===== src/hdl/harnessPkg.sv =====
//------------------------------
// Harness package
// Widths, opcodes, reply codes and channel structs
//------------------------------
package harnessPkg;

	//------------------------------
	// Sizes and timing
	//------------------------------

	// Entries in the loopback buffer
	localparam int FifoDepth = 16;
	// Clock cycles per serial bit
	localparam int ClocksPerBit = 16;
	// Bytes in one data word
	localparam int WordBytes = 8;

	//------------------------------
	// Vector types
	//------------------------------

	// One serial byte
	typedef logic [7:0] uartByte_t;
	// One ORAM data word
	typedef logic [63:0] oramData_t;
	// Fill level, 0 up to FifoDepth inclusive
	typedef logic [$clog2(FifoDepth):0] fifoCount_t;
	// Buffer slot index
	typedef logic [$clog2(FifoDepth)-1:0] fifoPtr_t;
	// Cycle counter within one serial bit
	typedef logic [$clog2(ClocksPerBit)-1:0] bitTimer_t;

	//------------------------------
	// Frame codes
	//------------------------------

	// Host opcodes
	localparam uartByte_t OpWrite = 8'h01;
	localparam uartByte_t OpRead = 8'h02;

	// Status bytes sent back to the host
	localparam uartByte_t ReplyOk = 8'hA5;
	localparam uartByte_t ReplyFull = 8'hEF;
	localparam uartByte_t ReplyEmpty = 8'hEE;

	//------------------------------
	// Channel structs
	//------------------------------

	// Command toward the memory side
	typedef struct packed {
		logic isWrite;
		oramData_t data;
	} oramCmd_t;

	// Reply from the memory side
	typedef struct packed {
		logic ok;
		oramData_t data;
	} oramReturn_t;

	// Sticky error flags
	typedef struct packed {
		logic receiveOverflow;
		logic receivePattern;
	} harnessErrors_t;

endpackage


===== src/hdl/uartRx.sv =====
//------------------------------
// UART receiver
// Mid-bit sampling, one byte holding register
//------------------------------
module uartRx (
	input logic Clock,
	input logic arstN,
	input logic uartRxd,
	output harnessPkg::uartByte_t rxByte,
	output logic rxValid,
	input logic rxReady,
	output logic overrun
);
	import harnessPkg::*;

	typedef enum logic [1:0] {rxIdle, rxStart, rxData, rxStop} rxState_t;

	rxState_t state;
	logic rxMeta;
	logic rxSync;
	bitTimer_t timer;
	logic [2:0] bitIndex;
	uartByte_t shifter;
	logic bitDone;
	logic halfDone;

	// Two flop synchronizer, line idles high
	always_ff @(posedge Clock or negedge arstN) begin
		if (!arstN) begin
			rxMeta <= 1'b1;
			rxSync <= 1'b1;
		end else begin
			rxMeta <= uartRxd;
			rxSync <= rxMeta;
		end
	end

	// Full bit and half bit points
	assign bitDone = (timer == bitTimer_t'(ClocksPerBit - 1));
	assign halfDone = (timer == bitTimer_t'(ClocksPerBit / 2 - 1));

	always_ff @(posedge Clock or negedge arstN) begin
		if (!arstN) begin
			state <= rxIdle;
			timer <= '0;
			bitIndex <= '0;
			rxValid <= 1'b0;
			overrun <= 1'b0;
		end else begin
			overrun <= 1'b0;
			timer <= timer + 1'b1;
			// Host side takes the held byte
			if (rxValid && rxReady)
				rxValid <= 1'b0;
			case (state)
				rxIdle: begin
					timer <= '0;
					// Falling edge opens a frame
					if (!rxSync)
						state <= rxStart;
				end
				rxStart: if (halfDone) begin
					timer <= '0;
					bitIndex <= '0;
					// Glitch if the line is high again
					state <= rxSync ? rxIdle : rxData;
				end
				rxData: if (bitDone) begin
					timer <= '0;
					bitIndex <= bitIndex + 1'b1;
					if (bitIndex == 3'd7)
						state <= rxStop;
				end
				rxStop: if (bitDone) begin
					state <= rxIdle;
					// Bad stop bit drops the byte
					if (rxSync) begin
						rxValid <= 1'b1;
						overrun <= rxValid && !rxReady;
					end
				end
				default: state <= rxIdle;
			endcase
		end
	end

	// Data path, LSB first
	always_ff @(posedge Clock) begin
		if (state == rxData && bitDone)
			shifter <= {rxSync, shifter[7:1]};
		if (state == rxStop && bitDone && rxSync)
			rxByte <= shifter;
	end

	// Overwrite only replaces a byte that was already pending
	assert property (@(posedge Clock) disable iff (!arstN)
		overrun |-> rxValid && $past(rxValid));

endmodule


===== src/hdl/uartTx.sv =====
//------------------------------
// UART transmitter
// 8N1 frames from a valid/ready byte channel
//------------------------------
module uartTx (
	input logic Clock,
	input logic arstN,
	input harnessPkg::uartByte_t txByte,
	input logic txValid,
	output logic txReady,
	output logic uartTxd
);
	import harnessPkg::*;

	typedef enum logic {txIdle, txSend} txState_t;

	txState_t state;
	bitTimer_t timer;
	// 0 is start, 1 to 8 data, 9 stop
	logic [3:0] bitCount;
	// Data bits then the stop bit
	logic [8:0] shifter;
	logic bitDone;

	assign txReady = (state == txIdle);
	assign bitDone = (timer == bitTimer_t'(ClocksPerBit - 1));

	always_ff @(posedge Clock or negedge arstN) begin
		if (!arstN) begin
			state <= txIdle;
			timer <= '0;
			bitCount <= '0;
			uartTxd <= 1'b1;
		end else begin
			case (state)
				txIdle: if (txValid) begin
					// Start bit goes out right away
					state <= txSend;
					timer <= '0;
					bitCount <= '0;
					uartTxd <= 1'b0;
				end
				txSend: begin
					timer <= timer + 1'b1;
					if (bitDone) begin
						timer <= '0;
						if (bitCount == 4'd9) begin
							// Stop bit finished
							state <= txIdle;
						end else begin
							bitCount <= bitCount + 1'b1;
							uartTxd <= shifter[0];
						end
					end
				end
				default: state <= txIdle;
			endcase
		end
	end

	// Shift register, refilled with ones
	always_ff @(posedge Clock) begin
		if (txValid && txReady)
			shifter <= {1'b1, txByte};
		else if (state == txSend && bitDone)
			shifter <= {1'b1, shifter[8:1]};
	end

	// Busy for the whole 10 bit frame, then ready again
	assert property (@(posedge Clock) disable iff (!arstN)
		(txValid && txReady) |=> (!txReady) [*10 * ClocksPerBit] ##1 txReady);

endmodule


===== src/hdl/loopbackFifo.sv =====
//------------------------------
// Loopback buffer
// Stores written words, returns them in FIFO order
//------------------------------
module loopbackFifo (
	input logic Clock,
	input logic arstN,
	input harnessPkg::oramCmd_t cmd,
	input logic cmdValid,
	output logic cmdReady,
	output harnessPkg::oramReturn_t ret,
	output logic retValid,
	input logic retReady,
	output harnessPkg::fifoCount_t fillLevel
);
	import harnessPkg::*;

	oramData_t mem [FifoDepth];
	fifoPtr_t wrPtr;
	fifoPtr_t rdPtr;
	fifoCount_t count;
	logic cmdTake;
	logic isFull;
	logic isEmpty;
	logic doPush;
	logic doPop;

	// One command in flight at a time
	assign cmdReady = !retValid;
	assign cmdTake = cmdValid && cmdReady;

	assign isFull = (count == fifoCount_t'(FifoDepth));
	assign isEmpty = (count == '0);
	// Write drops the word when full
	assign doPush = cmdTake && cmd.isWrite && !isFull;
	// Read on empty pops nothing
	assign doPop = cmdTake && !cmd.isWrite && !isEmpty;

	assign fillLevel = count;

	//------------------------------
	// Pointers and reply handshake
	//------------------------------
	always_ff @(posedge Clock or negedge arstN) begin
		if (!arstN) begin
			wrPtr <= '0;
			rdPtr <= '0;
			count <= '0;
			retValid <= 1'b0;
		end else begin
			if (doPush) begin
				wrPtr <= wrPtr + 1'b1;
				count <= count + 1'b1;
			end
			if (doPop) begin
				rdPtr <= rdPtr + 1'b1;
				count <= count - 1'b1;
			end
			// Reply always follows one cycle after acceptance
			if (cmdTake)
				retValid <= 1'b1;
			else if (retValid && retReady)
				retValid <= 1'b0;
		end
	end

	//------------------------------
	// Storage and reply payload
	//------------------------------
	always_ff @(posedge Clock) begin
		if (doPush)
			mem[wrPtr] <= cmd.data;
		if (cmdTake) begin
			ret.ok <= doPush || doPop;
			// Writes echo their data back
			ret.data <= cmd.isWrite ? cmd.data : mem[rdPtr];
		end
	end

	assert property (@(posedge Clock) disable iff (!arstN)
		fillLevel <= fifoCount_t'(FifoDepth));

endmodule


===== src/hdl/harnessCtrl.sv =====
//------------------------------
// Harness controller
// Decodes host frames, issues commands, sends replies
//------------------------------
module harnessCtrl (
	input logic Clock,
	input logic arstN,
	input harnessPkg::uartByte_t rxByte,
	input logic rxValid,
	output logic rxReady,
	input logic overrun,
	output harnessPkg::uartByte_t txByte,
	output logic txValid,
	input logic txReady,
	output harnessPkg::oramCmd_t cmd,
	output logic cmdValid,
	input logic cmdReady,
	input harnessPkg::oramReturn_t ret,
	input logic retValid,
	output logic retReady,
	output harnessPkg::harnessErrors_t errors
);
	import harnessPkg::*;

	typedef enum logic [2:0] {
		idle,
		collect,
		issue,
		await,
		sendStatus,
		sendData
	} ctrlState_t;

	typedef logic [$clog2(WordBytes)-1:0] byteIndex_t;

	ctrlState_t state;
	// Gathered write data, later the read data
	oramData_t word;
	uartByte_t status;
	logic isWrite;
	// Read hit, data bytes follow the status
	logic sendWord;
	byteIndex_t byteIndex;
	logic lastByte;
	logic rxTake;
	logic txTake;
	logic badOpcode;

	//------------------------------
	// Handshake outputs
	//------------------------------

	// Bytes are only taken while decoding a frame
	assign rxReady = (state == idle) || (state == collect);
	assign rxTake = rxValid && rxReady;

	assign cmdValid = (state == issue);
	assign cmd.isWrite = isWrite;
	assign cmd.data = word;

	assign retReady = (state == await);

	assign txValid = (state == sendStatus) || (state == sendData);
	assign txByte = (state == sendData) ? word[7:0] : status;
	assign txTake = txValid && txReady;

	assign lastByte = (byteIndex == byteIndex_t'(WordBytes - 1));
	assign badOpcode = (state == idle) && rxTake
		&& (rxByte != OpWrite) && (rxByte != OpRead);

	//------------------------------
	// Frame FSM
	//------------------------------
	always_ff @(posedge Clock or negedge arstN) begin
		if (!arstN) begin
			state <= idle;
			byteIndex <= '0;
		end else begin
			case (state)
				idle: if (rxTake) begin
					byteIndex <= '0;
					if (rxByte == OpWrite)
						state <= collect;
					else if (rxByte == OpRead)
						state <= issue;
				end
				collect: if (rxTake) begin
					byteIndex <= byteIndex + 1'b1;
					if (lastByte)
						state <= issue;
				end
				issue: if (cmdReady)
					state <= await;
				await: if (retValid)
					state <= sendStatus;
				sendStatus: if (txTake) begin
					byteIndex <= '0;
					state <= sendWord ? sendData : idle;
				end
				sendData: if (txTake) begin
					byteIndex <= byteIndex + 1'b1;
					if (lastByte)
						state <= idle;
				end
				default: state <= idle;
			endcase
		end
	end

	//------------------------------
	// Word, opcode and status
	//------------------------------
	always_ff @(posedge Clock) begin
		// Opcode latched at the frame start
		if (state == idle && rxTake)
			isWrite <= (rxByte == OpWrite);
		// LSB first, so shift in from the top
		if (state == collect && rxTake)
			word <= {rxByte, word[63:8]};
		if (state == await && retValid) begin
			word <= ret.data;
			sendWord <= ret.ok && !isWrite;
			if (ret.ok)
				status <= ReplyOk;
			else
				status <= isWrite ? ReplyFull : ReplyEmpty;
		end
		// Next data byte into the low lane
		if (state == sendData && txTake)
			word <= {8'h00, word[63:8]};
	end

	//------------------------------
	// Sticky error flags
	//------------------------------
	always_ff @(posedge Clock or negedge arstN) begin
		if (!arstN) begin
			errors <= '0;
		end else begin
			if (overrun)
				errors.receiveOverflow <= 1'b1;
			if (badOpcode)
				errors.receivePattern <= 1'b1;
		end
	end

	// Issue and wait phases never overlap
	assert property (@(posedge Clock) disable iff (!arstN)
		!(cmdValid && retReady));

endmodule


===== src/hdl/harnessTop.sv =====
//------------------------------
// Harness top level
// UART pins, controller, loopback buffer and LEDs
//------------------------------
module harnessTop (
	input logic Clock,
	input logic arstN,
	input logic uartRxd,
	output logic uartTxd,
	output logic [7:0] led
);
	import harnessPkg::*;

	// Serial side
	uartByte_t rxByte;
	logic rxValid;
	logic rxReady;
	logic overrun;
	uartByte_t txByte;
	logic txValid;
	logic txReady;

	// Memory side
	oramCmd_t cmd;
	logic cmdValid;
	logic cmdReady;
	oramReturn_t ret;
	logic retValid;
	logic retReady;

	// Status
	fifoCount_t fillLevel;
	harnessErrors_t errors;

	//------------------------------
	// UART
	//------------------------------
	uartRx rx_i (
		.Clock(Clock),
		.arstN(arstN),
		.uartRxd(uartRxd),
		.rxByte(rxByte),
		.rxValid(rxValid),
		.rxReady(rxReady),
		.overrun(overrun)
	);

	uartTx tx_i (
		.Clock(Clock),
		.arstN(arstN),
		.txByte(txByte),
		.txValid(txValid),
		.txReady(txReady),
		.uartTxd(uartTxd)
	);

	//------------------------------
	// Controller and loopback
	//------------------------------
	harnessCtrl ctrl_i (
		.Clock(Clock),
		.arstN(arstN),
		.rxByte(rxByte),
		.rxValid(rxValid),
		.rxReady(rxReady),
		.overrun(overrun),
		.txByte(txByte),
		.txValid(txValid),
		.txReady(txReady),
		.cmd(cmd),
		.cmdValid(cmdValid),
		.cmdReady(cmdReady),
		.ret(ret),
		.retValid(retValid),
		.retReady(retReady),
		.errors(errors)
	);

	loopbackFifo fifo_i (
		.Clock(Clock),
		.arstN(arstN),
		.cmd(cmd),
		.cmdValid(cmdValid),
		.cmdReady(cmdReady),
		.ret(ret),
		.retValid(retValid),
		.retReady(retReady),
		.fillLevel(fillLevel)
	);

	// LEDs
	assign led[0] = errors.receiveOverflow;
	assign led[1] = errors.receivePattern;
	assign led[6:2] = fillLevel;
	// Lit while a frame is on the wire
	assign led[7] = !txReady;

endmodule


===== config.mk =====
export PLATFORM = sky130hd
export DESIGN_NAME = harnessTop
export DESIGN_NICKNAME = d
export VERILOG_FILES = /design/src/hdl/harnessPkg.sv /design/src/hdl/uartRx.sv /design/src/hdl/uartTx.sv /design/src/hdl/loopbackFifo.sv /design/src/hdl/harnessCtrl.sv /design/src/hdl/harnessTop.sv
export SDC_FILE = /design/constraint.sdc
export NUM_CORES = 1
export LEC_CHECK = 0
export ABC_AREA = 1
export BUFFER_PORTS_ARGS = -buffer_cell sky130_fd_sc_hd__buf_2
export CORE_MARGIN = 2
export CORE_UTILIZATION = 30
export DETAILED_ROUTE_END_ITERATION = 16
export GPL_TIMING_DRIVEN = 0
export HOLD_SLACK_MARGIN = 0.06
export PLACE_DENSITY = 0.43
export SLEW_MARGIN = 20
export SYNTH_ARGS = -nofsm -noshare
export SYNTH_HDL_FRONTEND = slang
export SYNTH_SLANG_ARGS = --single-unit

===== constraint.sdc =====
create_clock -name Clock -period 5.1 [get_ports Clock]
set_input_delay 1.275 -clock Clock [delete_from_list [all_inputs] [get_ports Clock]]
set_output_delay 1.275 -clock Clock [all_outputs]
set_load 0.01 [all_outputs]

Word-level counts from Yosys, hierarchy flattened --
Memories as Yosys holds them, arrays and structs flattened. Index checks and enable logic that the tools add are counted.
Cells by class: add/sub/neg operators 9, equal/unequal tests 36, mux-type cells 65, bitwise logic cells 1, reductions and logical operators 42
Operator list (count):
- 64-bit two-way mux | 3
- 56-bit two-way mux | 1
- 3-bit two-way mux | 17
- 4-bit two-way mux | 6
- 8-bit two-way mux | 3
- 2-bit by 1-bit != test with 1-bit output, second input constant | 12
- 4-bit by 1-bit adder with 4-bit output, second input constant | 5
- 1-bit logical AND | 19
- 1-bit two-way mux | 18
- 3-bit one-hot mux with 6 select lines | 1
- 4-bit one-hot mux with 2 select lines | 2
- 3-bit equality test, second input constant | 4
- 4-bit equality test, second input constant | 3
- 2-bit two-way mux | 6
- 3-bit one-hot mux with 4 select lines | 1
- 4-bit one-hot mux with 3 select lines | 1
- 5-bit two-way mux | 2
- 5-bit AND reduction | 2
- 2-bit nonzero test | 5
- 9-bit AND reduction | 1
- 8-bit by 1-bit equality test with 1-bit output, second input constant | 1
- 8-bit by 2-bit equality test with 1-bit output, second input constant | 1
- 2-bit != test, second input constant | 4
- 8-bit by 1-bit != test with 1-bit output, second input constant | 1
- other kinds (23) | 34
Word-level totals: register bits after elaboration 208, RAM bits 1024, bits of input ports 3, output and inout port bits 9, word-level logic and storage cells 183, memories kept 1
Memory list:
- fifo_i.mem | depth 16, bits a word 64, rd ports 1, clocked after memory_dff 0, write ports 1, line loopbackFifo.sv:18 | oramData_t mem [FifoDepth];

Longest topological paths before layout --
depth in word-level cells 7, gate-level depth with buffers 15, depth with buffers taken out 14

By module --
From an unflattened synthesis, not the netlist that was laid out.
Second synthesis, totals: cell total of the unflattened synthesis 4325, area, all modules 50418.4 µm²
Modules (own cells, without submodules):
- loopbackFifo | instances 1, cells each 3734, area an instance 44677.8 µm², seq. area each 33051.7 µm²
- harnessCtrl | instances 1, cells each 408, area an instance 3759.9 µm², seq. area each 2162.1 µm²
- uartRx | instances 1, cells each 83, area an instance 1107.3 µm², seq. area each 808.3 µm²
- uartTx | instances 1, cells each 99, area an instance 869.6 µm², seq. area each 491.7 µm²
- harnessTop | instances 1, cells each 1, area an instance 3.8 µm², seq. area each 0.0 µm²

Least setup slack after synthesis --
No wires, ideal clock.
kind register to register, start register ctrl_i.state[2], end memory fifo_i.mem[0][0] (netlist name) (enable), library setup time 486 ps, arrival time 4940 ps, required time 4614 ps, setup slack -326 ps, cell stages (with the launch flop) 9, path buffers 1, clock period less this slack 5426 ps, cells stage by stage dfrtp_1 -> buf_2 -> inv_2 -> nand3_2 -> nor2_4 -> nand3_4 -> inv_4 -> nand2_2 -> nor2_1
On the way: word-level cells in the longest chain between the ends 6
Ends and longest elaborated chain:
- start, declared | line harnessCtrl.sv:36 | ctrlState_t state;
- start signal, assigned | line harnessCtrl.sv:76 | state <= idle;
- start signal, assigned | line harnessCtrl.sv:83 | state <= collect;
- start signal, assigned | line harnessCtrl.sv:85 | state <= issue;
- 3-bit by 2-bit equality test with 1-bit output | line harnessCtrl.sv:57 | assign cmdValid = (state == issue);
- 1-bit logical AND | line loopbackFifo.sv:30 | assign cmdTake = cmdValid && cmdReady;
- net fifo_i.cmdTake | line loopbackFifo.sv:22 | logic cmdTake;
- 1-bit logical AND (2 in a row) | line loopbackFifo.sv:35 | assign doPush = cmdTake && cmd.isWrite && !isFull;
- 1-bit two-way mux | line loopbackFifo.sv:71 | if (doPush)
- 1-bit two-way mux (not written as such) | line loopbackFifo.sv:72 | mem[wrPtr] <= cmd.data;
- end, declared | line loopbackFifo.sv:18
The timed path passes the listed nets, and every way through them passes these cells.

Worst setup path in the final report --
start register ctrl_i.state[0], end memory fifo_i.mem[5][50] (netlist name) (enable)
Same word-level chain as after synthesis.

==> impl_metrics.env <==
export IMPL_gp_congestion=0.757
export IMPL_hold_buffers=0
export IMPL_worst_pin_slew_ns=1.11
export IMPL_critical_path_arrival_ns=3.73
export IMPL_hold_path_depth=0
export IMPL_cts_sinks=1226
export IMPL_finalSetupViolations=0
export IMPL_r2r_slack_ns=1.82
export IMPL_avgViaCountPerCell=4.77
export IMPL_grt_first_pass_wirelength_mm=228
export IMPL_ir_worst_vdd_v=0.000297
export IMPL_hp_start="rx_i.rxMeta$_DFF_PN1_"
export IMPL_run_status="completed"
export IMPL_rows=149
export IMPL_die_height_um=412
export IMPL_worst_path_max_fanout=18
export IMPL_synth_area_leaders="edfxtp_1 (71%), nand2_1 (13%), nand3_1 (7.9%)"
export IMPL_worst_slack_ns=1.82
export IMPL_place_area_mm2=0.0543
export IMPL_clock_fmax_mhz=305
export IMPL_cp_slowest_cell="nor2_4"
export IMPL_clk_pin_slew_ns=0.06
export IMPL_met2_usage_pct=30.0
export IMPL_ys_top_cells_by_count="nand2_1 (1759), edfxtp_1 (1173), nand3_1 (790), buf_2 (106), inv_1 (58)"
export IMPL_antenna_found_initial=7
export IMPL_finClkSkew_ns=0.0263
export IMPL_yosys_warnings=0
export IMPL_avgRoutedWirePerCell_um=23.3
export IMPL_fin_crit_ns=3.28
export IMPL_dp_cells=6528
export IMPL_rsz0062_at_grt="no"
export IMPL_synth_edff_count=1173
export IMPL_final_cell_area_mm2=0.0587
export IMPL_finalNonFillerCells=6775
export IMPL_dpl_worst_slack_ns=1.77
export IMPL_io_pins=12
export IMPL_max_cap_viol_count=0
export IMPL_hold_viol=0
export IMPL_grt_most_used_layer="met2"
export IMPL_cts_tree="yes"
export IMPL_cellLeakagePower_nw=20.8
export IMPL_relSlewSlack_pct=25.8
export IMPL_cts_resized=0
export IMPL_syn2layout_area_growth_pct=17.8
export IMPL_cts_root_buffer="clkbuf_16"
export IMPL_htree_levels=4
export IMPL_clockBufferDepth=3
export IMPL_cp_end_kind="register"
export IMPL_max_stage_delay_ns=0.61
export IMPL_synth_cell_types=45
export IMPL_min_to="rx_i.rxSync$_DFF_PN1_"
export IMPL_wl_mm=158
export IMPL_num_vias=32289
export IMPL_postLayoutCoreUtil_pct=35.6
export IMPL_grt_max_degree=46
export IMPL_grtUsageMet1_pct=26.2
export IMPL_drive_gt1_share_pct=10.7
export IMPL_synth_area_per_cell_um2=11.7
export IMPL_cts_setup_buffers=0
export IMPL_hold_ws_ns=0.357
export IMPL_insertion_delay_ns=0.78
export IMPL_nets=4505
export IMPL_die_width_um=412
export IMPL_power_density_mw_per_mm2=356
export IMPL_global_route_usage_met3_pct=2.93
export IMPL_fin_total_pwr_mw=20.9
export IMPL_grt_usage_pct=18.6
export IMPL_ys_flop_type="edfxtp_1"
export IMPL_port_buffers=11
export IMPL_synth_async_reset_ratio_pct=3.67
export IMPL_synthCells=4260
export IMPL_drv_slew=0
export IMPL_rr_worst_depth=10
export IMPL_path_cells="inv_1 -> nand3_2 -> nor2_4 -> buf_12 -> nand3_4 -> inv_4 -> nand2_2 -> nor2_4 -> buf_12 -> buf_16"
export IMPL_core_mm2=0.165
export IMPL_numCtsBuffers=139
export IMPL_path_class="reg -> reg"
export IMPL_ys_ff_latch=1226
export IMPL_drt_iter0_drc=3075
export IMPL_worstPathRequired_ns=5.55
export IMPL_yosysSeqAreaShare_pct=73.2
export IMPL_drtPass1Iterations=5
export IMPL_min_period_over_period_pct=64.4
export IMPL_antenna_left=0
export IMPL_drt_drc_violations_left=0
export IMPL_hp_class="reg -> reg"
export IMPL_crit_reg2reg_launch="ctrl_i.state[0]$_DFFE_PN0P_"
export IMPL_yosysTopAreaCellShare_pct=70.7
export IMPL_grt_overflow=0
export IMPL_initial_core_util_pct=30.2
export IMPL_setup_tns_ns=0
export IMPL_syn_cell_area_mm2=0.0499
export IMPL_die_area_mm2=0.169
export IMPL_rr_endpoint="fifo_i.mem[5][50]$_DFFE_PP_"
export IMPL_synth_most_common_cell="nand2_1"
export IMPL_dpl_hpwl_mm=103
export IMPL_yosysTopAreaCell="edfxtp_1"
export IMPL_grt_pass1_vias=31593
export IMPL_start_kind="register"
export IMPL_synthesis_nets=4285
worst max path at each step:
stage / slack [ns] / startpoint / end
after global placement: -5.95 / ctrl_i.state[0]$_DFFE_PN0P_ / fifo_i.mem[0][35]$_DFFE_PP_
after CTS: 1.75 / ctrl_i.state[0]$_DFFE_PN0P_ / fifo_i.mem[5][39]$_DFFE_PP_
after floorplan: -0.33 / ctrl_i.state[2]$_DFFE_PN0P_ / fifo_i.mem[0][0]$_DFFE_PP_
after global routing: 1.62 / ctrl_i.state[0]$_DFFE_PN0P_ / fifo_i.mem[8][46]$_DFFE_PP_
after detailed placement: 1.77 / ctrl_i.state[0]$_DFFE_PN0P_ / fifo_i.mem[5][41]$_DFFE_PP_
final: 1.82 / ctrl_i.state[0]$_DFFE_PN0P_ / fifo_i.mem[5][50]$_DFFE_PP_
routing by layer:
layer  share of wire (%)  up-vias
li1                    -    15206
met1                  46    16110
met2                  47      795
met3                 5.4      178
met4                 2.1        0
met5                   0        -
cell type report:
cell class,count,area (µm²)
fill,16216,106000
inverter,68,263
sequential,1226,36500
clock buffer,171,3700
buffer,241,1350
antenna,3,7.51
multi-input combinational,2725,11900
timing repair buffer,79,1590
tap,2189,2740
clock inverter,73,694
cell usage in the layout (no fill, tap or decap), types with 19 or more instances in the layout:
cell type,Yosys,final
edfxtp_1,1173,1173
buf_2,106,117
nand3_1,790,790
nand2_1,1759,1759
buf_4,49,51
clkinv_1,0,30
nor2_1,41,25
o21ai_0,34,34
clkbuf_1,49,73
dfrtp_1,42,42
ha_1,21,21
buf_1,21,20
clkbuf_16,0,143
inv_1,58,58
buf_12,0,42
clkinv_2,0,19
buf_16,0,25
worst max-delay path: cells and delay by family, from the launching register on:
kind	cells	cell delay [ns]
simple gates	5	1.41
buf+inv	5	1.02
flops	1	0.47
registers in the layout (all words and copies together) (netlist names), 5 cells and up, named ones only:
register	cells
ctrl_i.word	64
tx_i.shifter	8
rx_i.shifter	8
rx_i.rxByte	8
fifo_i.fillLevel	5
fifo_i.ret	65
fifo_i.mem	1024
cells by family (layout without fill, tap and decap cells):
| logic type | count (synthesis) | in the layout | share of synthesized area (%) |
|---|---|---|---|
| adder cells (fa/ha/maj) | 22 | 22 | 0.567 |
| AND/OR/NAND/NOR | 2618 | 2618 | 21.9 |
| multiplexers | 1 | 1 | 0.0201 |
| buffers and inverters | 309 | 632 | 3.22 |
| XOR/XNOR | 12 | 12 | 0.211 |
| other | 0 | 3 | 0 |
| flip-flops | 1226 | 1226 | 73.2 |
| AO/OA/AOI/OAI | 72 | 72 | 0.818 |
where the power goes:
| part | internal (mW) | leakage, nW | switching, mW |
|---|---|---|---|
| registers | 10.9 | 10.1 | 0.0162 |
| logic | 0.0416 | 8.55 | 0.0835 |
| clock network | 5.75 | 2.15 | 4.12 |
(Power assumes the default switching activity.)
